### src/verilog/img_pkg.sv
`default_nettype none

package img_pkg;

    // ~~~~~~~~~~~~~~~~~~~~~~~~~~~~~~
    // frame geometry.
    // ~~~~~~~~~~~~~~~~~~~~~~~~~~~~~~
    localparam int IMG_W = 320;
    localparam int IMG_H = 240;
    localparam int PIX_W = 8;

    typedef logic [PIX_W-1:0] pix_t;
    typedef logic [8:0]       col_t;     // 0 .. IMG_W-1.
    typedef logic [7:0]       row_t;     // counts up to IMG_H+1 during the flush.

    // a pixel at or above this level counts as white for erosion.
    localparam pix_t BIN_THRESH = 8'd128;

endpackage

`default_nettype wire

### src/verilog/filt_pkg.sv
`default_nettype none

package filt_pkg;

    // ~~~~~~~~~~~~~~~~~~~~~~~~~~~~~~
    // filter arithmetic.
    // ~~~~~~~~~~~~~~~~~~~~~~~~~~~~~~
    localparam int N_TAPS = 9;

    typedef logic signed [7:0] coef_t;

    // 9 * 128 * 255 fits comfortably below 2**20.
    localparam int ACC_W = 21;
    typedef logic signed [ACC_W-1:0] acc_t;

    localparam int GAUSS_SHIFT = 4;

    typedef enum logic [1:0] {
        MODE_CONV  = 2'd0,
        MODE_GAUSS = 2'd1,
        MODE_ERODE = 2'd2      // code 3 falls back to plain convolution.
    } mode_t;

    // ~~~~~~~~~~~~~~~~~~~~~~~~~~~~~~
    // APB register map.
    // ~~~~~~~~~~~~~~~~~~~~~~~~~~~~~~
    localparam int APB_AW = 8;
    localparam int APB_DW = 32;

    localparam logic [APB_AW-1:0] ADDR_COEF0 = 8'h00;   // coefficient k at ADDR_COEF0 + 4*k.
    localparam logic [APB_AW-1:0] ADDR_MODE  = 8'h24;

endpackage

`default_nettype wire

### src/verilog/result_stage.sv
`timescale 1ns/1ps
`default_nettype none

module result_stage
    import img_pkg::*;
    import filt_pkg::*;
(
    input  logic  clk_i,
    input  logic  rstn_i,
    input  logic  acc_valid_i,
    input  acc_t  acc_i,
    input  logic  all_high_i,
    input  mode_t mode_i,
    output logic  res_valid_o,
    output pix_t  res_o
);

    acc_t scaled;
    pix_t clamped;
    pix_t res_d;

    always_comb begin
        scaled = (mode_i == MODE_GAUSS) ? (acc_i >>> GAUSS_SHIFT) : acc_i;

        if (scaled < 0) begin
            clamped = '0;
        end else if (scaled > acc_t'({PIX_W{1'b1}})) begin
            clamped = '1;                                  // saturate at full white.
        end else begin
            clamped = scaled[PIX_W-1:0];
        end

        res_d = clamped;
        if (mode_i == MODE_ERODE) begin
            res_d = all_high_i ? '1 : '0;
        end
    end

    always_ff @(posedge clk_i) begin
        if (!rstn_i) begin
            res_valid_o <= 1'b0;
        end else begin
            res_valid_o <= acc_valid_i;
        end
    end

    always_ff @(posedge clk_i) begin
        if (acc_valid_i) begin
            res_o <= res_d;
        end
    end

endmodule

`default_nettype wire

### config.mk
export PLATFORM = sky130hd
export DESIGN_NAME = result_stage
export DESIGN_NICKNAME = d
export VERILOG_FILES = /design/src/verilog/img_pkg.sv /design/src/verilog/filt_pkg.sv /design/src/verilog/result_stage.sv
export SDC_FILE = /design/constraint.sdc
export NUM_CORES = 1
export LEC_CHECK = 0
export CAP_MARGIN = 5
export CORE_AREA = 4 4 41 43
export DETAILED_ROUTE_END_ITERATION = 6
export DIE_AREA = 0 0 45 47
export DONT_BUFFER_PORTS = 1
export PLACE_DENSITY = 0.47
export SLEW_MARGIN = 40
export SYNTH_ARGS = -nofsm -noshare
export SYNTH_HDL_FRONTEND = slang
export SYNTH_SLANG_ARGS = --single-unit
### constraint.sdc
create_clock -name clk_i -period 3 [get_ports clk_i]
set_clock_uncertainty 0.05 [all_clocks]
set_input_delay 0.15 -clock clk_i [delete_from_list [all_inputs] [get_ports clk_i]]
set_output_delay 0.15 -clock clk_i [all_outputs]
set_load 0.03 [all_outputs]
=== After elaboration in Yosys (flattened, before gate mapping) ===
Cells that the tools add are included.

* Memory bits (writable): 0
* Latch bits: 0
* Memory bits (read-only): 0
* Output and inout bits: 9
* Memories kept: 0
* Logic and storage cells: 11
* Flip-flop bits (word level): 9

* Mux-type cells: 5
* Shift operators: 0
* Div/mod/pow operators: 0
* Add/subtract/negate cells: 0
* Multiply operators: 0
* Reductions and logical operators: 0
* Bitwise operators: 0
* Order comparisons: 2
* Equality and inequality tests: 2

{| class="wikitable"
|+ Operator list
! cell !! number
|-
| $mux 8 || 4
|-
| $gt 21x9->1 const B || 1
|-
| $lt 21x1->1 const B || 1
|-
| $mux 20 || 1
|-
| $eq 2x1->1 const B || 1
|-
| $eq 2x2->1 const B || 1
|}

=== Depth between registers and ports, before layout ===
* Depth in word-level cells: 6
* Depth in mapped cells: 5
* Mapped depth without buffers: 4

=== Worst setup path after synthesis ===
Ideal clock, no wire load.

* Path kind: input -> register
* From: input acc_i[18]
* To: register res_o[0] (data pin)
* Arrival time: 928 ps
* Buffers on the path: 0
* Library setup time: 268 ps
* Required time: 2682 ps
* Path slack: 1754 ps
* Stages on the path: 4
* Cell sequence: nor4_1 o211ai_2 a32oi_4 o21ai_1

* Cells in the longest elaborated chain, start to end: 5
* Elaborated cells on any way between the ends: 6
* Those cells by class: order compare (2); mux (4)

{| class="wikitable"
|+ RTL lines
! element !! RTL line !! text
|-
| start: declaration || result_stage.sv:11 || <nowiki>input acc_t acc_i,</nowiki>
|-
| $mux 20 (*) || result_stage.sv:23 || <nowiki>scaled = (mode_i == MODE_GAUSS) ? (acc_i >>> GAUSS_SHIFT) : acc_i;</nowiki>
|-
| $gt 21x9->1 || result_stage.sv:27 || <nowiki>end else if (scaled > acc_t'({PIX_W{1'b1}})) begin</nowiki>
|-
| $mux 8 || result_stage.sv:27 ||
|-
| $mux 8 (*) || result_stage.sv:25 || <nowiki>if (scaled < 0) begin</nowiki>
|-
| $mux 8 (*) || result_stage.sv:34 || <nowiki>if (mode_i == MODE_ERODE) begin</nowiki>
|-
| net res_d[0] || result_stage.sv:20 || <nowiki>pix_t res_d;</nowiki>
|-
| end signal: assignment || result_stage.sv:49 || <nowiki>res_o <= res_d;</nowiki>
|-
| end: declaration || result_stage.sv:15 || <nowiki>output pix_t res_o</nowiki>
|}

The timed path passes the listed nets; every way through them passes the cells marked *.
A chain may end at the register's enable or synchronous reset.

=== Worst setup path in the final report ===
* From: input mode_i[0]
* To: register res_o[1] (data pin)

* Cells in the longest elaborated chain, start to end: 6
* Elaborated cells on any way between the ends: 8
* Those cells by class: order compare (2); eq/ne (2); mux (4)

{| class="wikitable"
|+ RTL lines
! element !! RTL line !! text
|-
| start: declaration || result_stage.sv:13 || <nowiki>input mode_t mode_i,</nowiki>
|-
| $eq 2x1->1 || result_stage.sv:23 ||
|-
| $mux 20 || result_stage.sv:23 ||
|-
| $gt 21x9->1 || result_stage.sv:27 ||
|-
| $mux 8 || result_stage.sv:27 ||
|-
| $mux 8 || result_stage.sv:25 ||
|-
| $mux 8 (*) || result_stage.sv:34 ||
|-
| net res_d[1] || result_stage.sv:20 ||
|}

Marked as above.

==> reports/metrics.yaml <==
timing:
  timing.final.hold_violations: 0
  fmax_ghz: 0.809
  drv_slew: 0
  final-setup-viol-count: 0
  fin_tns_setup_ps: 0
  worst_pin_slew_ps: 532
  min_period_ps: 1240
  slew-limit-headroom_pct: 64.3
  rsz0062_at_grt: "false"
  post-route-period-util_pct: 41.2
finish:
  n_antenna_cell: 0
  drive_gt1_share_pct: 11.6
  fillers: 129
  stdcell_count: 58
  synthToLayoutAreaGrowth_pct: 12.3
  nets: 71
place:
  gp_congestion: 0.718
  portBuffers: 0
  place_inst: 52
  hpwl_um: 939
drt:
  drt_iter0_markers: 12
  vias: 362
  drt_first_pass_iters: 4
  antenna_left: 0
  wl_per_cell_um: 19.0
  drc: 0
  wirelength_um: 1100
  vias_per_cell: 6.24
clock_tree:
  numCtsBuffers: 3
  cts.sinks: 9
  cts_tree: "done"
  post_cts_buffers: 0
  clk_pin_slew_ps: 50
  cts_buffer_depth: 2
  h-tree-depth: 1
  cts_root_buffer: "clkbuf_4"
grt:
  grt_use_total_pct: 11.2
  grt_pass1_wl_um: 1640
  grt_pass1_vias: 376
  antenna_found_initial: 0
  grt-ovfl-total: 0
  grt_max_degree: 10
worst_hold_path:
  min_path_type: "in -> reg"
synthesis:
  synth_seq_cells: 9
  synth_nets: 65
  syn_area_sq_um: 469
  yosysSeqAreaShare_pct: 55.5
  yosysWarningCount: 0
  syn_inst: 38
  avgSynthCellArea_sq_um: 12.3
  yosysUniqueCellTypes: 16
power_and_ir_drop:
  vdd_drop_max_uv: 155
  total_leakage_power_uw: 0.000170
  power_density_nw_per_um2: 573
floorplanning:
  start_util_pct: 36.1
  fp.dieW_um: 45
  die_h_um: 47
  design.core.area_sq_um: 1300
  row_count: 13
  io-pin-count: 36
  die_area_sq_um: 2120
critical_path:
  cp.required_ps: 2930
  endpoint_kind: "flop"
  crit_arrival_ps: 1170
  worst_setup_path_start_kind: "input pin"
  critPathKind: "in -> reg"
  path_max_fanout: 8
status:
  status: "completed"
job:
  drv_cap: 0
report_power, final:
| part | leakage [uW] | internal (uW) | switching, uW | total [uW] |
|---|---|---|---|---|
| clock | 0.0000150 | 50.9 | 36.4 | 87.3 |
| sequential | 0.0000869 | 153 | 29.5 | 182 |
| combinational | 0.0000686 | 14.4 | 17.9 | 32.3 |
| total | 0.000170 | 218 | 83.7 | 302 |
cell usage after synthesis:
master | n | area share (%)
a22oi_1 | 7 | 11
edfxtp_1 | 8 | 51
o211ai_2 | 1 | 2.7
o21ai_1 | 8 | 8.5
nor4_1 | 3 | 4.0
and2_1 | 1 | 1.3
xnor2_1 | 1 | 1.9
nor2_1 | 1 | 0.80
a21oi_1 | 1 | 1.1
inv_1 | 1 | 0.80
mux2i_1 | 1 | 2.1
nor2b_1 | 1 | 1.3
dfxtp_1 | 1 | 4.3
a32oi_4 | 1 | 5.9
buf_4 | 1 | 1.6
a31oi_1 | 1 | 1.3
cells in the final DEF (no fill, tap or decap):
cell	count
a21oi_1	1
a31oi_1	1
o21ai_1	8
nor4_1	3
xnor2_1	1
a22oi_1	7
mux2i_1	1
a32oi_4	1
inv_1	1
dfxtp_1	1
o211ai_2	1
dlygate4sd3_1	2
nor2_1	1
nor2b_1	1
edfxtp_1	8
clkbuf_1	1
clkbuf_4	3
and2_1	1
registers in the layout, indices dropped and copies added (netlist names):
register,flops
res_valid_o,1
res_o,8
final cells by class:
type / count / area (sq um) / share of cell area, %
multi-input combinational: 27 / 198 / 37.5
inverter: 1 / 3.75 / 0.713
sequential: 9 / 260 / 49.4
tap: 15 / 18.8 / 3.56
timing repair buffer: 2 / 20.0 / 3.80
clock buffer: 4 / 26.3 / 4.99
layer usage:
metal	vias to the layer above	wire, um	share of wire [%]	track usage [%]
met1	147	397	36	11.8
met2	45	481	44	17.2
met5	-	0	0	0
met3	2	211	19	6.51
met4	0	14	1.3	7.02
li1	168	-	-	-
worst paths after layout:
check                      from       end  slack, ps  cells past startpoint
worst min-delay path  acc_i[20]  res_o[7]         60                      1
worst max-delay path  mode_i[0]  res_o[1]       1760                      4
logic make-up (layout without fill, tap and decap cells):
group / Yosys count / after routing / synth area share [%]
XOR/XNOR: 1 / 1 / 1.87
AND/OR/NAND/NOR: 6 / 6 / 7.47
flip-flops: 9 / 9 / 55.5
AO/OA/AOI/OAI: 19 / 19 / 30.7
multiplexers: 1 / 1 / 2.13
buffers and inverters: 2 / 7 / 2.40
worst max-delay path: stages:
cell and delay, ps:
nor2b_1 430, o211ai_2 180, a32oi_4 280, o21ai_1 130
through the flow:
step	power (uW)	hold slack [ps]	setup slack (ps)	utilization [%]	instance area (sq um)
after global routing	319	61.8	1640	40.5	527
after CTS	306	55.7	1760	40.5	527
after global placement	211	213	1570	36.9	480
final	302	61.8	1760	40.5	527
after floorplan	207	212	1750	-	469
after detailed placement	214	213	1500	36.9	480
repair_timing:
| action | in CTS | in global routing |
|---|---|---|
| gates resized for setup | 0 | 0 |
| hold buffers | 2 | 0 |
| endpoints found under the hold margin | 9 | 0 |
Note: power is estimated with default switching activity, not from simulation.
