<file path="src/verilog/filt_pkg.sv">
`default_nettype none

package filt_pkg;

    // ~~~~~~~~~~~~~~~~~~~~~~~~~~~~~~
    // filter arithmetic.
    // ~~~~~~~~~~~~~~~~~~~~~~~~~~~~~~
    localparam int N_TAPS = 9;

    typedef logic signed [7:0] coef_t;

    // 9 * 128 * 255 fits comfortably below 2**20.
    localparam int ACC_W = 21;
    typedef logic signed [ACC_W-1:0] acc_t;

    localparam int GAUSS_SHIFT = 4;

    typedef enum logic [1:0] {
        MODE_CONV  = 2'd0,
        MODE_GAUSS = 2'd1,
        MODE_ERODE = 2'd2      // code 3 falls back to plain convolution.
    } mode_t;

    // ~~~~~~~~~~~~~~~~~~~~~~~~~~~~~~
    // APB register map.
    // ~~~~~~~~~~~~~~~~~~~~~~~~~~~~~~
    localparam int APB_AW = 8;
    localparam int APB_DW = 32;

    localparam logic [APB_AW-1:0] ADDR_COEF0 = 8'h00;   // coefficient k at ADDR_COEF0 + 4*k.
    localparam logic [APB_AW-1:0] ADDR_MODE  = 8'h24;

endpackage

`default_nettype wire

</file>
<file path="src/verilog/filt_apb_regs.sv">
`timescale 1ns/1ps
`default_nettype none

module filt_apb_regs
    import filt_pkg::*;
(
    input  logic              clk_i,
    input  logic              rstn_i,
    input  logic [APB_AW-1:0] paddr_i,
    input  logic              psel_i,
    input  logic              penable_i,
    input  logic              pwrite_i,
    input  logic [APB_DW-1:0] pwdata_i,
    output logic [APB_DW-1:0] prdata_o,
    output logic              pready_o,
    output logic              pslverr_o,
    output coef_t             coef_o [N_TAPS],
    output mode_t             mode_o
);

    logic              access;
    logic              coef_hit;
    logic              mode_hit;
    logic [APB_AW-1:0] coef_off;
    logic [3:0]        coef_idx;

    assign access   = psel_i & penable_i;
    assign coef_off = paddr_i - ADDR_COEF0;
    assign coef_hit = (coef_off[1:0] == 2'b00) && (coef_off[APB_AW-1:2] < N_TAPS);
    assign coef_idx = coef_off[5:2];
    assign mode_hit = (paddr_i == ADDR_MODE);

    assign pready_o  = 1'b1;                              // no wait states.
    assign pslverr_o = access & ~(coef_hit | mode_hit);

    always_ff @(posedge clk_i) begin
        if (!rstn_i) begin
            for (int k = 0; k < N_TAPS; k++) begin
                coef_o[k] <= '0;
            end
            mode_o <= MODE_CONV;
        end else if (access && pwrite_i) begin
            if (coef_hit) begin
                coef_o[coef_idx] <= coef_t'(pwdata_i[7:0]);
            end
            if (mode_hit) begin
                mode_o <= mode_t'(pwdata_i[1:0]);
            end
        end
    end

    // read data is combinational; the access phase is a single cycle.
    always_comb begin
        prdata_o = '0;
        if (coef_hit) begin
            prdata_o = {{(APB_DW-8){coef_o[coef_idx][7]}}, coef_o[coef_idx]};
        end else if (mode_hit) begin
            prdata_o = {{(APB_DW-2){1'b0}}, mode_o};
        end
    end

endmodule

`default_nettype wire

</file>
<file path="config.mk">
export PLATFORM = sky130hd
export DESIGN_NAME = filt_apb_regs
export DESIGN_NICKNAME = d
export VERILOG_FILES = /design/src/verilog/filt_pkg.sv /design/src/verilog/filt_apb_regs.sv
export SDC_FILE = /design/constraint.sdc
export NUM_CORES = 1
export LEC_CHECK = 0
export BUFFER_PORTS_ARGS = -buffer_cell sky130_fd_sc_hd__buf_2
export CORE_UTILIZATION = 43
export DETAILED_ROUTE_END_ITERATION = 12
export GPL_TIMING_DRIVEN = 0
export PLACE_DENSITY = 0.76
export SLEW_MARGIN = 20
export SYNTH_ARGS = -nofsm -noshare
export SYNTH_HDL_FRONTEND = slang
export SYNTH_SLANG_ARGS = --single-unit
export TNS_END_PERCENT = 5
</file>
<file path="constraint.sdc">
create_clock -name clk_i -period 2.5 [get_ports clk_i]
set_input_delay 0.125 -clock clk_i [delete_from_list [all_inputs] [get_ports clk_i]]
set_output_delay 0.125 -clock clk_i [all_outputs]
set_load 0.01 [all_outputs]
</file>
# Word level (Yosys, flattened, before mapping)

Cells that the tools add are included.
W data, S select, Z words.

Word-level logic and storage cells: 33
Input bits: 45
Output and inout port bits: 108
Flip-flop bits (word level): 74

Order comparisons: 3
Muxes and demuxes: 8
Bitwise gates (word level): 5
Reduce and logical (&&, ||, !) cells: 6
Equality and inequality tests: 1

Operator list:

| kind                 | number |
|---|---|
| $bwmux W72           | 1 |
| $bmux W8 S4          | 1 |
| $demux W8 S4         | 1 |
| $mux W32             | 1 |
| $mux W8              | 3 |
| $eq A8 B6 Y1 const B | 1 |
| $lt A6 B4 Y1 const B | 1 |
| $ge A5 B5 Y1 const B | 1 |
| $lt A5 B1 Y1 const B | 1 |
| $not A4 Y5           | 1 |
| $reduce_and A2 Y1    | 2 |
| $logic_and A1 B1 Y1  | 3 |
| $and A1 B1 Y1        | 2 |
| $logic_not A2 Y1     | 1 |
| $mux W2              | 1 |
| $not A1 Y1           | 1 |
| $or A1 B1 Y1         | 1 |

# Logic depth before layout (Yosys ltp)

Gate-level depths: netlist (run 1).

Word-level depth: 6
Mapped depth: 7
Depth with buffers taken out: 4

# Worst setup path after synthesis (run 1)

No wires, ideal clock.

Path kind: input to output
Start: in paddr_i[1]
End: out prdata_o[10]
Stages: 5
Buffers on the path: 2
Arrival time: 2,688 ps
Required time: 2,375 ps
Slack: -313 ps
Path through: nor4_4 buf_6 nand2_1 nor3_1 buf_4

Word-level cells in the longest chain between the ends: 3

RTL lines:

| what                | RTL line            | source |
|---|---|---|
| from (decl)         | filt_apb_regs.sv:9  | `input logic [APB_AW-1:0] paddr_i,` |
| $logic_not A2 Y1    | filt_apb_regs.sv:29 | `assign coef_hit = (coef_off[1:0] == 2'b00) && (coef_off[APB_AW-1:2] < N_TAPS);` |
| $logic_and A1 B1 Y1 | filt_apb_regs.sv:29 |  |
| $mux W32            | filt_apb_regs.sv:55 | `if (coef_hit) begin` |
| to (decl)           | filt_apb_regs.sv:14 | `output logic [APB_DW-1:0] prdata_o,` |

No other way between the ends.

# Worst setup path in the final report (run 1)

Start: in paddr_i[1]
End: out prdata_o[15]

The elaborated chain is that of the path after synthesis.

==> flow_summary_export.csv, run 1 <==
group,metric,value,unit
place,placed_cell_area,0.00442,sq mm
clock_network,cts_sinks,74,
sta,finalHoldViolations,0,
setup_path,cp_slowest_cell,"nor3_4",
place,place_hpwl,7.76,mm
routing,drcViolationCount,0,
sta,setup_viol,0,
logic_synthesis,syn-num-nets,397,
grt,grt_pass1_vias,2992,
power_and_ir_drop,pwr-share-seq,0.509,
routing,wire_per_inst,18.5,um
logic_synthesis,yosysMostFrequentCell,"dfxtp_1",
grt,grt_pass1_wl,16.5,mm
logic_synthesis,synth_area_leaders,"dfxtp_1, mux2i_1, mux4_2",
floorplan,rows,33,
setup_path,critPathBufInv,4,
logic_synthesis,yosys.area.top_type,"dfxtp_1",
routing,antenna_left,0,
sta,min_period,2.32,ns
power_and_ir_drop,p_switching,0.563,mW
logic_synthesis,ys_ff_latch,74,
clock_network,cts_buffers,9,
place,io_buffers,125,
grt,gr-total-overflow,0,
power_and_ir_drop,clkPwrFrac,0.412,
setup_path,cp_data_arrival_time,2.20,ns
logic_synthesis,synth_edf_count,0,
sta,fin_setup_tns,0,ns
floorplan,dieWidth,94.2,um
clock_network,cts-root-buf,"clkbuf_8",
power_and_ir_drop,ir_worst_vdd,0.433,mV
routing,drt_wl_total,11.1,mm
logic_synthesis,ys_types,36,
cells_and_area,num_antenna_cells,0,
cells_and_area,fin_cells,599,
power_and_ir_drop,leakagePower,2.37,nW
grt,grtUsageTotal,0.256,
clock_network,hold_buffers,0,
setup_path,cp-start-kind,"input port",
setup_path,path_delay_family,"simple AND/OR/NAND/NOR gates",
routing,firstDrtPassIters,5,
hold_path,hp-class,"input port to flop",
cells_and_area,drive_above_1_share,0.419,
logic_synthesis,syn-mean-instance-area,10.4,sq um
logic_synthesis,synth_top_area_frac,0.405,
floorplan,die_y,94.2,um
place,place_congestion,0.814,
logic_synthesis,syn_inst,352,
cells_and_area,syn2layout_area_growth,27.0,%
logic_synthesis,yosys-top-cells-count,"dfxtp_1, nor2b_1, mux2i_1, nand3_1, o21ai_0",
clock_network,clockBufferDepth,2,
sta,finalClockSkew,0,ns
routing,routed_via_density,5.50,
sta,worst_pin_slew,0.676,ns
floorplan,dieArea,0.00888,sq mm
outcome,run_status,"finished clean",
setup_path,crit_top_cell,"buf_2",
cells_and_area,layout.nets,534,
clock_network,cts_tree,"done",
clock_network,clk_pin_slew,0.07,ns
power_and_ir_drop,total_power,2.32,mW
logic_synthesis,yosysSeqAreaShare,0.405,
cells_and_area,multiInputGateArea,0.00189,sq mm
logic_synthesis,yosysWarnings,0,
setup_path,critPathMaxStageDelay,0.59,ns
run,maxCapViolCount,0,
cells_and_area,fillCellCount,745,
sta,max_slew_margin,0.548,
clock_network,post_cts.repair.setup_buffers,0,
sta,rsz0062_at_grt,"false",
routing,vias,3295,
logic_synthesis,synth_ff_type,"dfxtp_1",
routing,first_iter_violations,228,
setup_path,worstSetupEndpointType,"output port",
setup_path,crit_required,2.38,ns
power_and_ir_drop,swShare,0.243,
logic_synthesis,async_flop_share,0,
power_and_ir_drop,internal_power,1.75,mW
logic_synthesis,syn_area,0.00366,sq mm
floorplan,num_io_pins,153,
grt,grt_max_degree,26,
floorplan,start_util,0.445,
setup_path,cp_cell_sequence,"buf_2 -> nor4_4 -> buf_6 -> nand2_1 -> nor3_4 -> buf_4 -> buf_2",
grt,antenna_found_initial,0,
sta,period_share,0.929,
clock_network,clk_latency,0.35,ns
sta,finalMaxSlewViolations,0,
floorplan,core_area,0.00822,sq mm
setup_path,worstPathMaxFanout,13,
clock_network,cts_max_level,3,
cells_and_area,seq_area,0.00148,sq mm
place,dp_cells,582,
setup_path,crit_type,"input port to output port",
sta,max_freq,431,MHz
power_and_ir_drop,power_density,499,mW/mm^2
power_and_ir_drop,combPwrFrac,0.079,
cells_and_area,fin_area,0.00465,sq mm
area by class of cell:
type,count,area share
Multi-Input combinational cell,231,0.406
Sequential cell,74,0.319
Timing Repair Buffer,125,0.135
Buffer,48,0.0681
Clock buffer,11,0.0326
Tap cell,105,0.0283
Clock inverter,5,0.0113
cell families after synthesis:
group | Yosys count | synth area share
simple gates | 128 | 0.229
flops | 74 | 0.405
mux | 56 | 0.209
buf+inv | 48 | 0.0866
compound gates | 45 | 0.0691
other cells | 1 | 0.00103
flip-flops by register name (all words and copies together), names as in the netlist:
register,cells
coef_o,72
mode_o,2
power by group through the flow:
stage	registers [mW]	clock network, mW	logic (mW)
CTS	1.18	0.950	0.180
detailed placement	1.21	0	0.178
global route	1.18	1.01	0.195
floorplan	1.21	0	0.108
finish	1.18	0.956	0.183
global placement	1.21	0	0.174
final timing paths:
check / slack [ns] / cells past startpoint / start / endpoint
min reg2reg: 0.48 / 2 / mode_o[0] / mode_o[0]
min: 0.11 / 3 / pwdata_i[6] / coef_o[54]
max: 0.18 / 7 / paddr_i[1] / prdata_o[15]
max reg2reg: 1.79 / 2 / coef_o[1] / coef_o[1]
stage by stage:
stage	util	setup slack, ns	hold WS (ns)
2_1_floorplan	-	0.326	0.276
3_3_place_gp	0.538	-0.225	0.455
3_5_place_dp	0.538	-0.361	0.474
4_1_cts	0.563	0.0311	0.114
5_1_grt	0.565	0.0711	0.138
6_report	0.565	0.179	0.115
placed cells by master (no fill, tap or decap), types with 2 or more instances in the layout:
cell,n
o22ai_1,6
dfxtp_1,74
mux2i_1,40
nor2_2,2
nand2_1,15
nor2b_1,50
a22oi_1,2
buf_6,4
nand3_1,34
nor3_4,2
nor3_1,5
clkinv_2,3
clkbuf_8,11
nand4_4,6
buf_2,131
a21boi_1,2
o32ai_1,2
buf_1,4
mux4_2,15
clkbuf_1,7
buf_4,26
nand4_1,4
o21ai_0,31
per-layer routing:
metal | wire length, um | global-route usage | vias to the layer above
li1 | - | - | 1526
met1 | 4670 | 0.335 | 1580
met2 | 5310 | 0.426 | 169
met3 | 896 | 0.0396 | 20
met4 | 201 | 0.0910 | 0
met5 | 0 | 0 | -
timing repair:
action / CTS / global route
setup endpoints to repair: 25 / 24
gates cloned: 0 / 1
gates resized for setup: 1 / 1
pin swaps: 1 / 1
tightest hold or removal path: stages:
cell,delay (ns)
buf_2,0.13
mux2i_1,0.08
nor2b_1,0.09
No activity file was read; power rests on OpenSTA's default activity.
==> run 2: changes to the inputs <==
--- a/config.mk
+++ b/config.mk
@@ -6,12 +6,11 @@
 export NUM_CORES = 1
 export LEC_CHECK = 0
 export BUFFER_PORTS_ARGS = -buffer_cell sky130_fd_sc_hd__buf_2
-export CORE_UTILIZATION = 43
+export CORE_UTILIZATION = 48
 export DETAILED_ROUTE_END_ITERATION = 12
 export GPL_TIMING_DRIVEN = 0
-export PLACE_DENSITY = 0.76
+export PLACE_DENSITY = 0.8
 export SLEW_MARGIN = 20
 export SYNTH_ARGS = -nofsm -noshare
 export SYNTH_HDL_FRONTEND = slang
 export SYNTH_SLANG_ARGS = --single-unit
-export TNS_END_PERCENT = 5
==> constraint.sdc (replaced) <==
create_clock -name clk_i -period 2.6 [get_ports clk_i]
set_input_delay 0.13 -clock clk_i [delete_from_list [all_inputs] [get_ports clk_i]]
set_output_delay 0.13 -clock clk_i [all_outputs]
set_load 0.005 [all_outputs]
==> flow_summary_export.csv, run 2 (synthesis results as in run 1) <==
group,metric,value,unit
cells_and_area,layout_common_cells,"buf_2, dfxtp_1, nor2b_1, mux2i_1, nand3_1",
clock_network,cts_tree,"done",
cells_and_area,drive_above_1_share,0.419,
setup_path,crit_required,2.47,ns
routing,drt_wl_total,11.1,mm
cells_and_area,final_util,0.631,
setup_path,rr_worst_depth,2,
cells_and_area,layout_commonest_cell,"buf_2",
hold_path,hp-class,"input port to flop",
floorplan,core_area,0.00729,sq mm
routing,firstDrtPassIters,5,
cells_and_area,syn2layout_area_growth,25.7,%
hold_path,min_to,"mode_o[1]",
sta,min_period,2.34,ns
sta,setup_viol,0,
clock_network,clockBufferDepth,2,
cells_and_area,num_antenna_cells,0,
setup_path,worstPathMaxFanout,12,
setup_path,critPathBufInv,4,
sta,fin_setup_tns,0,ns
sta,worst_pin_slew,0.636,ns
power_and_ir_drop,total_power,2.10,mW
hold_path,hold_depth,3,
routing,routed_via_density,5.60,
sta,finalClockSkew,0,ns
setup_path,crit_type,"input port to output port",
place,io_buffers,125,
sta,holdWs,0.102,ns
sta,max_freq,428,MHz
clock_network,cts_buffers,9,
clock_network,hold_buffers,0,
setup_path,timing.rr.end,"coef_o[44]",
power_and_ir_drop,power_density,457,mW/mm^2
setup_path,crit_top_cell,"buf_2",
routing,wire_per_inst,18.8,um
setup_path,regToRegSetupSlack,1.91,ns
sta,period_share,0.899,
setup_path,worstSetupEndpointType,"output port",
setup_path,critPathMaxStageDelay,0.63,ns
setup_path,cp_data_arrival_time,2.21,ns
floorplan,num_io_pins,153,
place,place_hpwl,7.68,mm
run,maxCapViolCount,0,
routing,vias,3323,
grt,gr-total-overflow,0,
setup_path,path_delay_family,"simple AND/OR/NAND/NOR gates",
cells_and_area,top_regs,"coef_o: 72 flops, mode_o: 2 flops",
routing,first_iter_violations,354,
place,place_ws,-0.184,ns
setup_path,cp-start-kind,"input port",
hold_path,min_from,"pwdata_i[1]",
grt,antenna_found_initial,0,
clock_network,clk_pin_slew,0.09,ns
routing,drcViolationCount,0,
clock_network,cts_sinks,74,
cells_and_area,fillCellCount,646,
floorplan,dieArea,0.00797,sq mm
sta,finalMaxSlewViolations,0,
clock_network,cts-root-buf,"clkbuf_8",
grt,grt_max_degree,26,
sta,finalHoldViolations,0,
grt,grt_pass1_vias,3043,
sta,max_slew_margin,0.575,
routing,antenna_left,0,
setup_path,reg2reg_from,"coef_o[44]",
clock_network,cts_max_level,3,
sta,worst_slack,0.262,ns
cells_and_area,max_flop_register,"coef_o",
cells_and_area,fin_cells,593,
clock_network,clk_latency,0.36,ns
floorplan,dieWidth,89.3,um
power_and_ir_drop,leakagePower,2.35,nW
grt,grt_pass1_wl,16.3,mm
cells_and_area,layout.nets,534,
floorplan,rows,31,
setup_path,cp_cell_sequence,"buf_2 -> nor4_4 -> buf_6 -> nand2_1 -> nor3_2 -> buf_4 -> buf_2",
floorplan,die_y,89.3,um
grt,grtUsageTotal,0.286,
floorplan,start_util,0.502,
power_and_ir_drop,ir_worst_vdd,0.341,mV
cells_and_area,fin_area,0.00460,sq mm
outcome,run_status,"finished clean",
place,placed_cell_area,0.00441,sq mm
cells_and_area,largest_reg_flops,72,
setup_path,cp_slowest_cell,"nor3_2",
sta,rsz0062_at_grt,"false",
clock_network,post_cts.repair.setup_buffers,0,
place,dp_cells,576,
place,place_congestion,0.876,
run 2: area by class of cell:
class / instances / area [sq um] / area share
buffer: 48 / 317 / 0.0688
clock buffer: 9 / 124 / 0.0269
clock inverter: 7 / 46.3 / 0.0101
multi-input combinational: 231 / 1880 / 0.409
sequential: 74 / 1480 / 0.322
tap: 99 / 124 / 0.0269
timing repair buffer: 125 / 626 / 0.136
run 2: worst max path at each step:
stage | startpoint | end | slack [ns] | cells after the start
after global placement | paddr_i[1] | prdata_o[11] | -0.07 | 7
after detailed placement | paddr_i[1] | prdata_o[23] | -0.18 | 7
after CTS | paddr_i[1] | prdata_o[23] | 0.14 | 7
after global routing | paddr_i[1] | prdata_o[24] | 0.12 | 7
after floorplan | paddr_i[1] | prdata_o[10] | 0.49 | 5
final | paddr_i[1] | prdata_o[28] | 0.26 | 7
run 2: power breakdown:
part           internal, mW  switching [mW]
logic                0.0636           0.108
clock network         0.342           0.454
registers              1.13        0.000350
total                  1.54           0.562
run 2: worst reg2reg max path, stage by stage (launching register included):
cell and delay, ns:
dfxtp_1 0.34, mux2i_1 0.18, nor2b_1 0.06
run 2: what timing repair did:
item,4_1_cts,5_1_grt
cloned,0,1
pin swaps,0,1
endpoints found under the setup margin,25,24
resized for setup,1,0
run 2: layer usage:
layer / part of all wire / GRT usage / routed length (um)
met5: 0 / 0 / 0
met4: 0.014 / 0.0938 / 151
met3: 0.092 / 0.0748 / 1030
met2: 0.49 / 0.471 / 5450
met1: 0.41 / 0.368 / 4520
==> run 3: changes to the inputs <==
--- a/config.mk
+++ b/config.mk
@@ -6,10 +6,10 @@
 export NUM_CORES = 1
 export LEC_CHECK = 0
 export BUFFER_PORTS_ARGS = -buffer_cell sky130_fd_sc_hd__buf_2
-export CORE_UTILIZATION = 48
+export CORE_UTILIZATION = 43
 export DETAILED_ROUTE_END_ITERATION = 12
 export GPL_TIMING_DRIVEN = 0
-export PLACE_DENSITY = 0.8
+export PLACE_DENSITY = 0.76
 export SLEW_MARGIN = 20
 export SYNTH_ARGS = -nofsm -noshare
 export SYNTH_HDL_FRONTEND = slang
==> constraint.sdc (replaced) <==
create_clock -name clk_i -period 2.1 [get_ports clk_i]
set_input_delay 0.105 -clock clk_i [delete_from_list [all_inputs] [get_ports clk_i]]
set_output_delay 0.105 -clock clk_i [all_outputs]
set_load 0.005 [all_outputs]
==> flow_summary_export.csv, run 3 (synthesis results as in run 1) <==
group,metric,value,unit
sta,finalMaxSlewViolations,0,
floorplan,dieArea,0.00888,sq mm
grt,gr-total-overflow,0,
setup_path,worstSetupEndpointType,"output port",
sta,max_freq,492,MHz
setup_path,worstPathMaxFanout,13,
power_and_ir_drop,total_power,2.76,mW
clock_network,cts_tree,"done",
setup_path,crit_type,"flop to output port",
hold_path,min_to,"coef_o[54]",
sta,min_period,2.03,ns
sta,finalHoldViolations,0,
routing,vias,3332,
clock_network,clk_pin_slew,0.08,ns
floorplan,start_util,0.445,
cells_and_area,max_flop_register,"coef_o",
sta,fin_setup_tns,0,ns
sta,worst_slack,0.0690,ns
sta,worst_pin_slew,0.607,ns
setup_path,cp_data_arrival_time,1.93,ns
place,place_ws,-0.703,ns
outcome,run_status,"finished clean",
routing,first_iter_violations,261,
sta,holdWs,0.0944,ns
floorplan,dieWidth,94.2,um
routing,firstDrtPassIters,5,
place,place_hpwl,7.76,mm
cells_and_area,num_antenna_cells,0,
run,maxCapViolCount,0,
sta,setup_viol,0,
cells_and_area,largest_reg_flops,72,
power_and_ir_drop,power_density,588,mW/mm^2
setup_path,rr_worst_depth,2,
clock_network,clockBufferDepth,2,
routing,drt_wl_total,11.2,mm
cells_and_area,seq_area,0.00148,sq mm
hold_path,hold_depth,3,
sta,max_slew_margin,0.595,
grt,grt_pass1_vias,3053,
setup_path,cp_slowest_cell,"mux4_2",
routing,drcViolationCount,0,
setup_path,cp_cell_sequence,"mux4_2 -> o22ai_4 -> nor3_4 -> buf_4 -> buf_4 -> buf_2",
place,dp_cells,582,
sta,finalClockSkew,0,ns
place,place_congestion,0.814,
floorplan,core_area,0.00822,sq mm
cells_and_area,layout_commonest_cell,"buf_2",
cells_and_area,final_util,0.571,
cells_and_area,fillCellCount,745,
clock_network,cts_buffers,9,
cells_and_area,fin_area,0.00470,sq mm
grt,grtUsageTotal,0.260,
cells_and_area,layout_common_cells,"buf_2, dfxtp_1, nor2b_1, mux2i_1, nand3_1",
cells_and_area,drive_above_1_share,0.427,
cells_and_area,top_regs,"coef_o: 72 flops, mode_o: 2 flops",
cells_and_area,syn2layout_area_growth,28.4,%
grt,antenna_found_initial,0,
setup_path,cp-start-kind,"flop",
power_and_ir_drop,leakagePower,2.40,nW
power_and_ir_drop,ir_worst_vdd,0.512,mV
cells_and_area,multiInputGateArea,0.00190,sq mm
grt,grt_pass1_wl,16.8,mm
floorplan,num_io_pins,153,
hold_path,hp-class,"input port to flop",
floorplan,die_y,94.2,um
clock_network,cts-root-buf,"clkbuf_8",
setup_path,regToRegSetupSlack,1.38,ns
setup_path,reg2reg_from,"coef_o[1]",
setup_path,timing.rr.end,"coef_o[1]",
routing,antenna_left,0,
clock_network,cts_max_level,3,
floorplan,rows,33,
place,io_buffers,125,
setup_path,critPathMaxStageDelay,0.50,ns
clock_network,clk_latency,0.35,ns
grt,grt_max_degree,14,
clock_network,cts_sinks,74,
place,placed_cell_area,0.00442,sq mm
setup_path,crit_top_cell,"buf_4",
cells_and_area,fin_cells,602,
hold_path,min_from,"pwdata_i[6]",
sta,period_share,0.967,
setup_path,crit_required,2.00,ns
sta,rsz0062_at_grt,"false",
cells_and_area,layout.nets,537,
routing,wire_per_inst,18.5,um
routing,routed_via_density,5.53,
run 3: how the worst max path moves through the flow:
stage	startpoint	endpoint	slack [ns]	depth (start not counted)
2_1_floorplan	paddr_i[1]	prdata_o[10]	0.04	5
3_3_place_gp	paddr_i[1]	prdata_o[19]	-0.57	7
3_5_place_dp	paddr_i[1]	prdata_o[26]	-0.70	7
4_1_cts	paddr_i[2]	prdata_o[26]	0.02	9
5_1_grt	coef_o[15]	prdata_o[27]	0.003	6
6_report	coef_o[15]	prdata_o[26]	0.07	6
run 3: critical path: cells and delay by family (launching register included):
| kind | cells | cell delay, ns |
|---|---|---|
| flops | 1 | 0.34 |
| simple gates | 1 | 0.06 |
| mux | 1 | 0.50 |
| compound gates | 1 | 0.24 |
| buf+inv | 3 | 0.43 |
run 3: report_power, final:
group | switching [mW] | internal [mW] | leakage, nW
logic | 0.138 | 0.0835 | 1.70
registers | 0.000413 | 1.40 | 0.596
clock network | 0.531 | 0.608 | 0.105
run 3: repair_timing:
item | 4_1_cts | 5_1_grt
gates resized for setup | 5 | 3
hold buffers | 0 | 0
pin swaps | 2 | 1
setup buffers | 3 | 0
cloned | 1 | 0
endpoints found under the setup margin | 25 | 24
run 3: area by class of cell:
class / count / area share
buffer: 48 / 0.0698
clock buffer: 11 / 0.0322
clock inverter: 5 / 0.0112
multi-input combinational: 231 / 0.405
sequential: 74 / 0.315
tap: 105 / 0.0280
timing repair buffer: 128 / 0.138
run 3: per-layer routing:
layer	GRT usage	share of wire	vias up
met5	0	0	-
met4	0.0910	0.027	0
met3	0.0396	0.095	25
met2	0.434	0.47	179
met1	0.339	0.41	1600
li1	-	-	1528
