**src/verilog/img_pkg.sv**
```systemverilog
`default_nettype none

package img_pkg;

    // ~~~~~~~~~~~~~~~~~~~~~~~~~~~~~~
    // frame geometry.
    // ~~~~~~~~~~~~~~~~~~~~~~~~~~~~~~
    localparam int IMG_W = 320;
    localparam int IMG_H = 240;
    localparam int PIX_W = 8;

    typedef logic [PIX_W-1:0] pix_t;
    typedef logic [8:0]       col_t;     // 0 .. IMG_W-1.
    typedef logic [7:0]       row_t;     // counts up to IMG_H+1 during the flush.

    // a pixel at or above this level counts as white for erosion.
    localparam pix_t BIN_THRESH = 8'd128;

endpackage

`default_nettype wire

```
**src/verilog/filt_pkg.sv**
```systemverilog
`default_nettype none

package filt_pkg;

    // ~~~~~~~~~~~~~~~~~~~~~~~~~~~~~~
    // filter arithmetic.
    // ~~~~~~~~~~~~~~~~~~~~~~~~~~~~~~
    localparam int N_TAPS = 9;

    typedef logic signed [7:0] coef_t;

    // 9 * 128 * 255 fits comfortably below 2**20.
    localparam int ACC_W = 21;
    typedef logic signed [ACC_W-1:0] acc_t;

    localparam int GAUSS_SHIFT = 4;

    typedef enum logic [1:0] {
        MODE_CONV  = 2'd0,
        MODE_GAUSS = 2'd1,
        MODE_ERODE = 2'd2      // code 3 falls back to plain convolution.
    } mode_t;

    // ~~~~~~~~~~~~~~~~~~~~~~~~~~~~~~
    // APB register map.
    // ~~~~~~~~~~~~~~~~~~~~~~~~~~~~~~
    localparam int APB_AW = 8;
    localparam int APB_DW = 32;

    localparam logic [APB_AW-1:0] ADDR_COEF0 = 8'h00;   // coefficient k at ADDR_COEF0 + 4*k.
    localparam logic [APB_AW-1:0] ADDR_MODE  = 8'h24;

endpackage

`default_nettype wire

```
**src/verilog/window_shift.sv**
```systemverilog
`timescale 1ns/1ps
`default_nettype none

module window_shift
    import img_pkg::*;
    import filt_pkg::*;
(
    input  logic clk_i,
    input  logic rstn_i,
    input  logic col_valid_i,
    input  pix_t col_top_i,
    input  pix_t col_mid_i,
    input  pix_t col_bot_i,
    input  logic col_first_i,
    output logic win_valid_o,
    output pix_t win_o [N_TAPS]       // tap 3*row + col, row 0 on top, col 0 on the left.
);

    pix_t col_in [3];
    pix_t left_q [3];
    pix_t ctr_q  [3];
    logic have_row_q;                 // a row of centres is pending behind the next column 0.

    assign col_in[0] = col_top_i;
    assign col_in[1] = col_mid_i;
    assign col_in[2] = col_bot_i;

    always_ff @(posedge clk_i) begin
        if (!rstn_i) begin
            win_valid_o <= 1'b0;
            have_row_q  <= 1'b0;
        end else begin
            win_valid_o <= col_valid_i && (!col_first_i || have_row_q);
            if (col_valid_i) begin
                have_row_q <= !col_first_i;
            end
        end
    end

    // a column-0 beat closes the previous row with a zero right column
    // and starts the next one with a zero left column.
    always_ff @(posedge clk_i) begin
        if (col_valid_i) begin
            for (int r = 0; r < 3; r++) begin
                win_o[3*r]     <= left_q[r];
                win_o[3*r + 1] <= ctr_q[r];
                win_o[3*r + 2] <= col_first_i ? '0 : col_in[r];
                left_q[r]      <= col_first_i ? '0 : ctr_q[r];
                ctr_q[r]       <= col_in[r];
            end
        end
    end

endmodule

`default_nettype wire

```
**config.mk**
```make
export PLATFORM = sky130hd
export DESIGN_NAME = window_shift
export DESIGN_NICKNAME = d
export VERILOG_FILES = /design/src/verilog/img_pkg.sv /design/src/verilog/filt_pkg.sv /design/src/verilog/window_shift.sv
export SDC_FILE = /design/constraint.sdc
export NUM_CORES = 1
export LEC_CHECK = 0
export ABC_AREA = 1
export BUFFER_PORTS_ARGS = -buffer_cell sky130_fd_sc_hd__buf_2
export CORE_MARGIN = 3
export CORE_UTILIZATION = 40
export CTS_CLUSTER_SIZE = 16
export DETAILED_ROUTE_END_ITERATION = 6
export GPL_TIMING_DRIVEN = 0
export PLACE_DENSITY = 0.65
export SLEW_MARGIN = 15
export SYNTH_ARGS = -nofsm -noshare
export SYNTH_HDL_FRONTEND = slang
export SYNTH_SLANG_ARGS = --single-unit
```
**constraint.sdc**
```tcl
create_clock -name clk_i -period 0.8 [get_ports clk_i]
set_input_delay 0.08 -clock clk_i [delete_from_list [all_inputs] [get_ports clk_i]]
set_output_delay 0.08 -clock clk_i [all_outputs]
set_load 0.02 [all_outputs]
```
Yosys cells after proc, flatten, opt, wreduce, memory -nomap -nowiden. Memory sizes are Yosys's and may differ from the RTL's. A register that Yosys moved wholly into a read port is not among the register bits. Cells that the tools add are included.

Bits in registers: 50. Memory bits (writable): 48. Bits of input ports: 28. Output and inout port bits: 73. Memories: 2.

Memory list: ctr_q (words 3, width 8, rd ports 3, clocked after memory_dff 0, wr ports 3, line window_shift.sv:21) `pix_t ctr_q [3];`; left_q (words 3, width 8, rd ports 3, clocked after memory_dff 3, wr ports 3, line window_shift.sv:20) `pix_t left_q [3];`.

Mux-type cells: 5. Reductions and logical operators: 3.

Operators with widths (number): $mux 8 (3); $mux 1 (2); $logic_and 1x1->1 (1); $logic_not 1->1 (1); $logic_or 1x1->1 (1).

Logic depth before layout (Yosys ltp). Gate-level depths: netlist (run 1).

Word-level depth: 3. Gate-level depth with buffers: 5.

Least setup slack after synthesis (run 1). OpenSTA, ideal clock, no wires.

Path kind: register to register. Start: memory ctr_q[0][10] in the netlist's numbering. End: memory left_q[0][10] in the netlist's numbering, data pin. Library setup time: 0.257 ns. Arrival time: 0.434 ns. Slack: 0.109 ns. Stages on the path, launching flop included: 3. Path through: edfxtp_1 inv_1 nor2_1.

RTL lines (line): from (decl) (window_shift.sv:21); to (decl) (window_shift.sv:20).

Worst setup path in the final report (run 1).
Start: register win_o[33] in the netlist's numbering (read register of ctr_q). End: output win_o[33] in the netlist's numbering.

RTL lines: from (decl) (line window_shift.sv:16) `output pix_t win_o [N_TAPS]`.

No word-level cell between the ends.

==> summary.md, run 1 <==
| Metric | Value |
|---|---|
| First-pass iteration count of the detailed router | 4 |
| Number of antenna violations at the first check in global routing | 0 |
| Number of inserted diodes | 0 |
| DRC violation count after routing | 0 |
| Cell with the biggest individual delay on the critical path | sky130_fd_sc_hd__edfxtp_1 |
| R2R depth | 2 |
| Critical setup path kind | flip-flop to primary output |
| Initial Utilization | 41.3% |
| Critical path required time | 720 ps |
| Area of the die | 0.0114 sq mm |
| CTS root buffer | sky130_fd_sc_hd__clkbuf_8 |
| Final critical-path share of the clock period | 142% |
| Critical path endpoint category | primary output |
| Clock tree from TritonCTS | yes |
| Largest fanout of any net on the critical path | 1 |
| Cell count of the worst hold path | 1 |
| Startpoint of the worst hold path | col_valid_i |
| Total grt overflow | 0 |
| Result of the run | finished, violations left |
| Routed length per instance | 13.4 um |
| Arrival time of data at the critical path endpoint | 1060 ps |
| Most frequent standard cell in the layout excluding fill and tap cells | sky130_fd_sc_hd__edfxtp_1 |
| Number of placed cells counting well taps | 464 |
| Static leakage | 2.53 nW |
| End of the worst hold path | win_o[70] |
| Critical Path Start Type | flip-flop |
| Stages on worst setup path | 1 |
| Final setup margin | -336 ps |
| # clock sinks | 122 |
| Final Hold Violating Endpoints | 0 |
| Cell area after synthesis | 0.00408 sq mm |
| Htree depth | 4 |
| Syn Inst Count | 231 |
| Reg-to-reg endpoint | left_q[0][3] |
| Path category of the worst min-delay check | input pin to flip-flop |
| Global placer's final weighted congestion | 0.684 |
| Fin crit period | 1140 ps |
| Layout overhead on the synthesized area | 46.5% |
| Slew of the pin with the lowest slew margin | 494 ps |
| Global-route wire length before repair | 10.9 mm |
| Source of the worst register-to-register timing path | ctr_q[0][3] |
| MaxCap Viol Count | 0 |
| Register clock-pin slew on the reported worst setup and hold paths | 60 ps |
| Iteration-0 DRC Markers | 93 |
| Clock network latency to the later pin of the worst-skew pair | 490 ps |
| Count of different cell masters after synthesis | 10 |
| Final Cell Area | 0.00598 sq mm |
| Setup violation total in the final timing report | 73 |
| Vertical die dimension | 107 um |
| Chain of cells forming the critical path | buf_6 |
| Number of synthesis warnings | 0 |
| Total length of routed wires | 6.99 mm |
| Peak supply drop | 0.00153 V |
| Top library cells by usage in the layout, fill and taps aside | sky130_fd_sc_hd__edfxtp_1 (120), sky130_fd_sc_hd__buf_6 (57), sky130_fd_sc_hd__inv_1 (49), sky130_fd_sc_hd__nor2_1 (49), sky130_fd_sc_hd__buf_2 (48) |
| Fmax achieved | 880 MHz |
| Die X-Extent | 107 um |
| Share of layout cells above drive strength 1 | 34.8% |
| Cell Area, Placed | 0.00477 sq mm |
| Largest delay contributor family on the critical path | flip-flops |
| Detail Route Antenna Nets | 0 |
| Largest net degree at the start of global routing | 72 |
| Standard-cell rows | 36 |
| Buffers plus inverters on the worst setup path | 1 |
| Routed vias/inst | 4.12 |
| Average cell area after synthesis | 17.7 sq um |
| Register bit count reported by yosys | 122 |
| Post-CTS setup buffer count | 0 |
| Tot GR Track Use | 13.0% |
| Worst setup timing slack at the placement stage | -424 ps |
| IO Count | 101 |
| Routed via count | 2148 |
| Violated checks | setup timing |
| Largest incremental delay on the critical path | 400 ps |
| HPWL reported at the end of detailed placement | 4.28 mm |
| Port-buffer cells | 99 |
| Number of buffers on the longest clock path | 2 |
| Part of the Yosys area used for sequential elements | 89.3% |
| Worst-case clock skew | 4.27 ps |
| Via count of the first global-routing pass | 2233 |
| Tightest slew margin relative to the limit | 67.1% |
| TritonCTS Buffers | 17 |
| Pwr Density | 2800 mW/mm^2 |
| Setup repair after global routing missed its margin | true |
| Number of standard cells in the layout, taps in and fillers out | 521 |
| Number of nets in the layout | 404 |
| Core Box Area | 0.00986 sq mm |
| Number of pins exceeding their max-slew limit in the final report | 0 |
| Reg-to-reg setup timing slack | 40 ps |
| Synthesized netlist net count | 259 |
==> power by group <==
group	switching [mW]	internal [mW]	leakage (nW)
logic	0.699	0.586	1.02
clock network	2.42	5.31	0.297
registers	0.172	7.55	1.21
==> how the worst max path moves through the flow <==
stage | start | end | slack (ps)
2_1_floorplan | ctr_q[0][10] | left_q[0][10] | 110
3_3_place_gp | col_valid_i | ctr_q[0][20] | -1620
3_5_place_dp | col_valid_i | win_o[4] | -420
4_1_cts | win_o[33] | win_o[33] | -380
5_1_grt | win_o[11] | win_o[11] | -390
6_report | win_o[33] | win_o[33] | -340
==> metal layers <==
layer / routed length (um) / vias to the layer above / part of all wire (%) / track usage [%]
met4: 26 / 0 / 0.37 / 4.93
met5: 0 / - / 0 / 0
li1: - / 1066 / - / -
met3: 419 / 2 / 6.0 / 6.08
met2: 3760 / 71 / 54 / 22.3
met1: 2790 / 1009 / 40 / 13.8
==> Yosys cell counts (all sizes together) <==
cell type | instances | share of area [%]
edfxtp | 120 | 88
nor2 | 50 | 4.7
inv | 49 | 4.5
buf | 6 | 1.0
nand2 | 3 | 0.34
dfxtp | 2 | 0.98
a21oi | 1 | 0.12
==> area by class of cell <==
cell class                 count  area, sq um
inverter                      49          184
clock inverter                10          174
clock buffer                  21          429
tap                          133          166
buffer                         6         42.5
fill                         735         3890
timing repair buffer         126         1130
multi-input combinational     54          209
sequential                   122         3640
==> logic make-up after synthesis <==
group	share of synthesized area, %
flops	89.3
buf+inv	5.55
simple gates	5.00
compound gates	0.123
==> timing repair <==
action                     4_1_cts  5_1_grt
setup endpoints to repair       73       74
gates resized for setup         33       76
hold endpoints to repair        50        0
hold buffers                    26        0
==> stage by stage <==
step | TNS [ps] | hold slack, ps | power (mW) | utilization [%]
after floorplan | 0 | 179 | 8.27 | -
after detailed placement | -32570 | 273 | 8.79 | 48.4
after CTS | -24320 | 19.4 | 16.7 | 58.2
after global routing | -25970 | 22.8 | 17.3 | 60.6
after global placement | -196470 | 271 | 8.75 | 48.1
final | -22060 | 28.4 | 16.7 | 60.6
==> sequential cells by signal (all words and copies together), names as in the netlist <==
| register | count |
|---|---|
| left_q | 24 |
| win_o | 72 |
| win_valid_o | 1 |
| ctr_q | 24 |
| have_row_q | 1 |
Note: power is estimated with default switching activity, not from simulation.
==> inputs of run 2 (changes only) <==
- ABC_AREA: 1 -> not set
- CTS_BUF_LIST: not set -> sky130_fd_sc_hd__clkbuf_16
- CTS_CLUSTER_DIAMETER: not set -> 120
==> run 2 against run 1 <==
Effect of this change: clock skew grew 1.6 ps; synthesized area shrank 2.0%; maximum frequency grew 9.3%; utilization grew 2.4 points; wire length shrank 1.6%; the flow still finishes with violations (setup timing); synthesized cell count shrank 22%; via count shrank 5.9%; sequential share of layout area grew 0.18 points; combinational power is essentially flat; largest cell class unchanged; largest power group unchanged; die area shrank 1.9%.
==> summary.md, run 2 <==
| Metric | Value |
|---|---|
| Result of the run | finished, violations left |
| Violated checks | setup timing |
| Number of buffers on the longest clock path | 2 |
| Peak supply drop | 0.00168 V |
| Final Cell Area | 0.00596 sq mm |
| Total length of routed wires | 6.88 mm |
| Worst-case clock skew | 5.83 ps |
| Critical path required time | 720 ps |
| Critical Path Start Type | flip-flop |
| Routed length per instance | 14.6 um |
| Reg-to-reg endpoint | left_q[0][20] |
| Path category of the worst min-delay check | input pin to flip-flop |
| Most frequent standard cell in the layout excluding fill and tap cells | sky130_fd_sc_hd__edfxtp_1 |
| Number of placed cells counting well taps | 409 |
| Buffers plus inverters on the worst setup path | 1 |
| Port-buffer cells | 99 |
| Largest fanout of any net on the critical path | 1 |
| Routed via count | 2022 |
| Chain of cells forming the critical path | buf_6 |
| Leading post-synthesis cells by cell area | sky130_fd_sc_hd__edfxtp_1 (90%), sky130_fd_sc_hd__nor2b_1 (7.5%), sky130_fd_sc_hd__dfxtp_1 (1.0%), sky130_fd_sc_hd__buf_2 (0.50%), sky130_fd_sc_hd__o211a_1 (0.25%) |
| Critical setup path kind | flip-flop to primary output |
| Largest delay contributor family on the critical path | flip-flops |
| Average cell area after synthesis | 22.2 sq um |
| Final critical-path share of the clock period | 130% |
| Cell area after synthesis | 0.00400 sq mm |
| Cell with the biggest individual delay on the critical path | sky130_fd_sc_hd__edfxtp_1 |
| Tot Pwr | 17.0 mW |
| Total grt overflow | 0 |
| Top post-synthesis cells by count | sky130_fd_sc_hd__edfxtp_1 (120), sky130_fd_sc_hd__nor2b_1 (48), sky130_fd_sc_hd__buf_2 (4) |
| Pwr Density | 2860 mW/mm^2 |
| Arrival time of data at the critical path endpoint | 960 ps |
| Largest regs | win_o x72, ctr_q x24, left_q x24 |
| Die X-Extent | 106 um |
| Vertical die dimension | 106 um |
| Layout overhead on the synthesized area | 49.1% |
| Part of the Yosys area used for sequential elements | 91.1% |
| Filler cell count in the final layout | 712 |
| Largest incremental delay on the critical path | 410 ps |
| Standard-cell rows | 35 |
| Number of pins exceeding their max-slew limit in the final report | 0 |
| Area of the die | 0.0112 sq mm |
| Cell Area, Placed | 0.00469 sq mm |
| Tot GR Track Use | 13.0% |
| Detail Route Antenna Nets | 0 |
| Tightest slew margin relative to the limit | 73.8% |
| Core Box Area | 0.00946 sq mm |
| Setup violation total in the final timing report | 74 |
| Fmax achieved | 962 MHz |
| Register clock-pin slew on the reported worst setup and hold paths | 60 ps |
| Max FFs per register | 72 |
| Startpoint of the worst hold path | col_first_i |
| CTS root buffer | sky130_fd_sc_hd__clkbuf_16 |
| End of the worst hold path | left_q[0][2] |
| MaxCap Viol Count | 0 |
| Cell with the most instances after synthesis | sky130_fd_sc_hd__edfxtp_1 |
| Critical path endpoint category | primary output |
| Number of synthesis warnings | 0 |
| Post-synth top area share | 90.1% |
| Initial Utilization | 42.3% |
| Largest net degree at the start of global routing | 74 |
| Cell type with the largest total area after synthesis | sky130_fd_sc_hd__edfxtp_1 |
| Global placer's final weighted congestion | 0.736 |
| Number of antenna violations at the first check in global routing | 0 |
| R2R depth | 1 |
| IO Count | 101 |
| Routed vias/inst | 4.28 |
| Iteration-0 DRC Markers | 60 |
| Source of the worst register-to-register timing path | ctr_q[0][20] |
| Number of standard cells in the layout, taps in and fillers out | 472 |
| First-pass iteration count of the detailed router | 4 |
| Static leakage | 2.33 nW |
| Dominant register cell in the synthesized netlist | sky130_fd_sc_hd__edfxtp_1 |
| Setup repair after global routing missed its margin | true |
| Final setup margin | -239 ps |
| Proportion of register bits with asynchronous set or reset after synthesis | 0% |
| Number of inserted diodes | 0 |
| Top register by number of flip-flops | win_o |
| HPWL reported at the end of detailed placement | 4.13 mm |
| Hold slack final | 78.6 ps |
| # clock sinks | 122 |
| Fin crit period | 1040 ps |
| Via count of the first global-routing pass | 2037 |
| DRC violation count after routing | 0 |
| Post-synth EDFFs | 120 |
| Register bit count reported by yosys | 122 |
| Slew of the pin with the lowest slew margin | 394 ps |
| Multi-input gate area in the final layout | 353 sq um |
| Share of layout cells above drive strength 1 | 42.0% |
| Syn Inst Count | 180 |
| TritonCTS Buffers | 17 |
| Clock tree from TritonCTS | yes |
| Count of different cell masters after synthesis | 9 |
| Register Area | 0.00364 sq mm |
| Clock network latency to the later pin of the worst-skew pair | 400 ps |
| Synthesized netlist net count | 208 |
| Global-route wire length before repair | 10.7 mm |
| Number of nets in the layout | 358 |
| Reg-to-reg setup timing slack | -10 ps |
| Htree depth | 4 |
| Top library cells by usage in the layout, fill and taps aside | sky130_fd_sc_hd__edfxtp_1 (120), sky130_fd_sc_hd__buf_2 (54), sky130_fd_sc_hd__buf_6 (49) |
| Cell count of the worst hold path | 2 |
| Final Hold Violating Endpoints | 0 |
## run 2: cell types whose count changed after synthesis
cell                      previous run  this run
sky130_fd_sc_hd__nor2b_1             0        48
sky130_fd_sc_hd__nor2_1             49         0
sky130_fd_sc_hd__buf_6               2         0
sky130_fd_sc_hd__buf_4               0         1
sky130_fd_sc_hd__inv_1              49         1
sky130_fd_sc_hd__nand2_2             1         0
sky130_fd_sc_hd__nor2_2              1         0
sky130_fd_sc_hd__o211a_1             0         1
## run 2: layer usage
metal	GRT usage (%)	vias up	wire, um
met1	14.0	987	2660
li1	-	974	-
met5	0	-	0
met4	6.11	0	71
met2	22.7	57	3860
met3	4.98	4	294
## run 2: area by class of cell
type / count / share of cell area, %
Sequential cell: 122 / 61.2
Timing Repair Buffer: 131 / 19.0
Multi-Input combinational cell: 52 / 5.92
Inverter: 1 / 0.0630
Clock inverter: 15 / 3.51
Buffer: 5 / 0.462
Tap cell: 129 / 2.71
Clock buffer: 17 / 7.14
## run 2: cell families after synthesis
family,after synthesis,synth area share [%]
and+or+nand+nor,50,7.70
DFF,122,91.1
buffers and inverters,6,0.782
AOI/OAI and AO/OA,2,0.375
## run 2: timing repair
action,CTS,global route
hold buffers,26,0
gates resized for setup,58,49
hold endpoints to repair,46,0
setup endpoints to repair,78,88
setup buffers,1,4
## run 2: worst max path at each step
stage | to | depth (start not counted) | slack [ps] | from
6_report | win_o[12] | 1 | -240 | win_o[12]
5_1_grt | win_o[12] | 1 | -290 | win_o[12]
4_1_cts | win_o[12] | 1 | -270 | win_o[12]
3_5_place_dp | win_o[29] | 2 | -420 | col_valid_i
3_3_place_gp | ctr_q[0][13] | 1 | -1600 | col_valid_i
2_1_floorplan | left_q[0][0] | 1 | 70 | ctr_q[0][0]
## run 2: through the flow
| step | setup WS (ps) | utilization (%) | TNS (ps) |
|---|---|---|---|
| floorplan | 73.9 | - | 0 |
| global placement | -1600 | 49.2 | -193570 |
| detailed placement | -422 | 49.6 | -32600 |
| CTS | -269 | 61.0 | -16020 |
| global route | -288 | 63.0 | -17510 |
| finish | -239 | 63.0 | -14250 |
## run 2: power breakdown
part           leakage (nW)  total, mW  internal, mW  switching (mW)
registers              1.21       7.71          7.55           0.165
clock network         0.313       8.03          5.48            2.56
logic                 0.808       1.28         0.618           0.660
total                  2.33       17.0          13.6            3.38
==> inputs of run 3 (changes only) <==
- CORE_UTILIZATION: 40 -> 47
- PLACE_DENSITY: 0.65 -> 0.75
==> run 3 against run 2 <==
Effect of this change: the run still ends with setup timing left; combinational power fell by 6%; maximum frequency is 0.34% lower; critical path depth unchanged; utilization up 6.3 points; global-route usage up 1.4 points; first-iteration DRC count up 6.7%; register-to-register slack gained 20 ps; hold slack worse by 16 ps; critical path type unchanged; largest cell class unchanged.
==> summary.md, run 3 (synthesized netlist as in run 2, its figures left out) <==
| Metric | Value |
|---|---|
| Clock tree from TritonCTS | yes |
| Number of standard cells in the layout, taps in and fillers out | 444 |
| Arrival time of data at the critical path endpoint | 960 ps |
| Path category of the worst min-delay check | input pin to flip-flop |
| Critical path required time | 720 ps |
| Result of the run | finished, violations left |
| Critical setup path kind | flip-flop to primary output |
| Source of the worst register-to-register timing path | ctr_q[0][11] |
| Port-buffer cells | 99 |
| HPWL reported at the end of detailed placement | 3.90 mm |
| Die X-Extent | 98.2 um |
| Cell count of the worst hold path | 3 |
| Largest regs | win_o x72, ctr_q x24, left_q x24 |
| Largest incremental delay on the critical path | 400 ps |
| Fmax achieved | 959 MHz |
| Tightest slew margin relative to the limit | 73.4% |
| Setup repair after global routing missed its margin | true |
| DRC violation count after routing | 0 |
| Total grt overflow | 0 |
| Routed via count | 2041 |
| Violated checks | setup timing |
| First-pass iteration count of the detailed router | 4 |
| CTS root buffer | sky130_fd_sc_hd__clkbuf_16 |
| Routed length per instance | 15.1 um |
| Startpoint of the worst hold path | col_valid_i |
| Critical path endpoint category | primary output |
| Register clock-pin slew on the reported worst setup and hold paths | 50 ps |
| Worst setup timing slack at the placement stage | -419 ps |
| Number of placed cells counting well taps | 385 |
| Global placer's final weighted congestion | 0.627 |
| Largest delay contributor family on the critical path | flip-flops |
| Layout overhead on the synthesized area | 43.2% |
| Pwr Density | 2770 mW/mm^2 |
| Peak supply drop | 0.00167 V |
| R2R depth | 1 |
| Number of buffers on the longest clock path | 2 |
| Buffers plus inverters on the worst setup path | 1 |
| Hold slack final | 62.5 ps |
| Cell Area, Placed | 0.00466 sq mm |
| Area of the die | 0.00965 sq mm |
| Top library cells by usage in the layout, fill and taps aside | sky130_fd_sc_hd__edfxtp_1 (120), sky130_fd_sc_hd__buf_2 (65), sky130_fd_sc_hd__nor2b_1 (46) |
| Number of antenna violations at the first check in global routing | 0 |
| Worst-case clock skew | 8.01 ps |
| Final setup margin | -243 ps |
| Number of inserted diodes | 0 |
| Cell with the biggest individual delay on the critical path | sky130_fd_sc_hd__edfxtp_1 |
| Htree depth | 4 |
| End of the worst hold path | win_valid_o |
| Fin crit period | 1040 ps |
| Vertical die dimension | 98.2 um |
| Top register by number of flip-flops | win_o |
| Max FFs per register | 72 |
| Static leakage | 2.24 nW |
| Initial Utilization | 48.4% |
| Largest net degree at the start of global routing | 70 |
| Clock network latency to the later pin of the worst-skew pair | 390 ps |
| Tot GR Track Use | 14.4% |
| Number of pins exceeding their max-slew limit in the final report | 0 |
| MaxCap Viol Count | 0 |
| Reg-to-reg setup timing slack | 10 ps |
| Slew of the pin with the lowest slew margin | 399 ps |
| Core Box Area | 0.00826 sq mm |
| Chain of cells forming the critical path | buf_2 |
| Reg-to-reg endpoint | left_q[0][11] |
| IO Count | 101 |
| Final Cell Area | 0.00572 sq mm |
| Share of layout cells above drive strength 1 | 39.5% |
| Global-route wire length before repair | 10.4 mm |
| Detail Route Antenna Nets | 0 |
| Filler cell count in the final layout | 548 |
| Most frequent standard cell in the layout excluding fill and tap cells | sky130_fd_sc_hd__edfxtp_1 |
| Number of nets in the layout | 354 |
| Routed vias/inst | 4.60 |
| Final critical-path share of the clock period | 130% |
| Final Hold Violating Endpoints | 0 |
| Critical Path Start Type | flip-flop |
| Setup violation total in the final timing report | 73 |
| Via count of the first global-routing pass | 2034 |
| Largest fanout of any net on the critical path | 1 |
| Setup total negative slack | -14080 ps |
| TritonCTS Buffers | 17 |
| Iteration-0 DRC Markers | 64 |
| Standard-cell rows | 33 |
| # clock sinks | 122 |
| Total length of routed wires | 6.70 mm |
-- run 3: cell types whose count changed in the layout (fill, tap and decap cells not counted), sizes merged --
cell | before | now
buf | 110 | 106
bufinv | 5 | 2
clkinv | 6 | 8
inv | 3 | 4
-- run 3: metal layers --
layer  global-route usage (%)  vias to the layer above  wire [um]  share of wire [%]
met4                     7.25                        0        159                2.4
met5                        0                        -          0                  0
met2                     24.2                       62       3570                 53
met3                     5.36                       15        365                5.4
li1                         -                      966          -                  -
met1                     16.3                      998       2610                 39
-- run 3: stage by stage --
step | util, % | power (mW)
finish | 69.3 | 15.8
global route | 69.3 | 16.4
CTS | 67.2 | 15.8
detailed placement | 56.4 | 8.74
global placement | 56.0 | 8.70
floorplan | - | 8.24
-- run 3: timing repair --
action,in CTS,in global routing
setup endpoints to repair,100,78
hold endpoints to repair,37,0
resized for setup,28,52
hold buffers,26,0
buffers inserted,0,1
-- run 3: area by class of cell --
type	instances	area (sq um)	area share, %
buffer	5	27.5	0.481
inverter	1	3.75	0.0656
sequential	122	3640	63.7
timing repair buffer	127	1030	18.0
clock buffer	17	425	7.43
clock inverter	15	121	2.12
tap	105	131	2.30
multi-input combinational	52	338	5.90
-- run 3: how the worst max path moves through the flow --
stage	startpoint	to	cells past startpoint
after detailed placement	col_valid_i	win_o[65]	2
after floorplan	ctr_q[0][0]	left_q[0][0]	1
after global placement	col_valid_i	win_o[65]	1
final	win_o[58]	win_o[58]	1
after global routing	win_o[8]	win_o[8]	1
after CTS	win_o[29]	win_o[29]	1
-- run 3: where the power goes --
part	switching [mW]	internal (mW)	total, mW
Sequential	0.148	7.55	7.69
Clock	2.48	4.47	6.94
Combinational	0.658	0.545	1.20
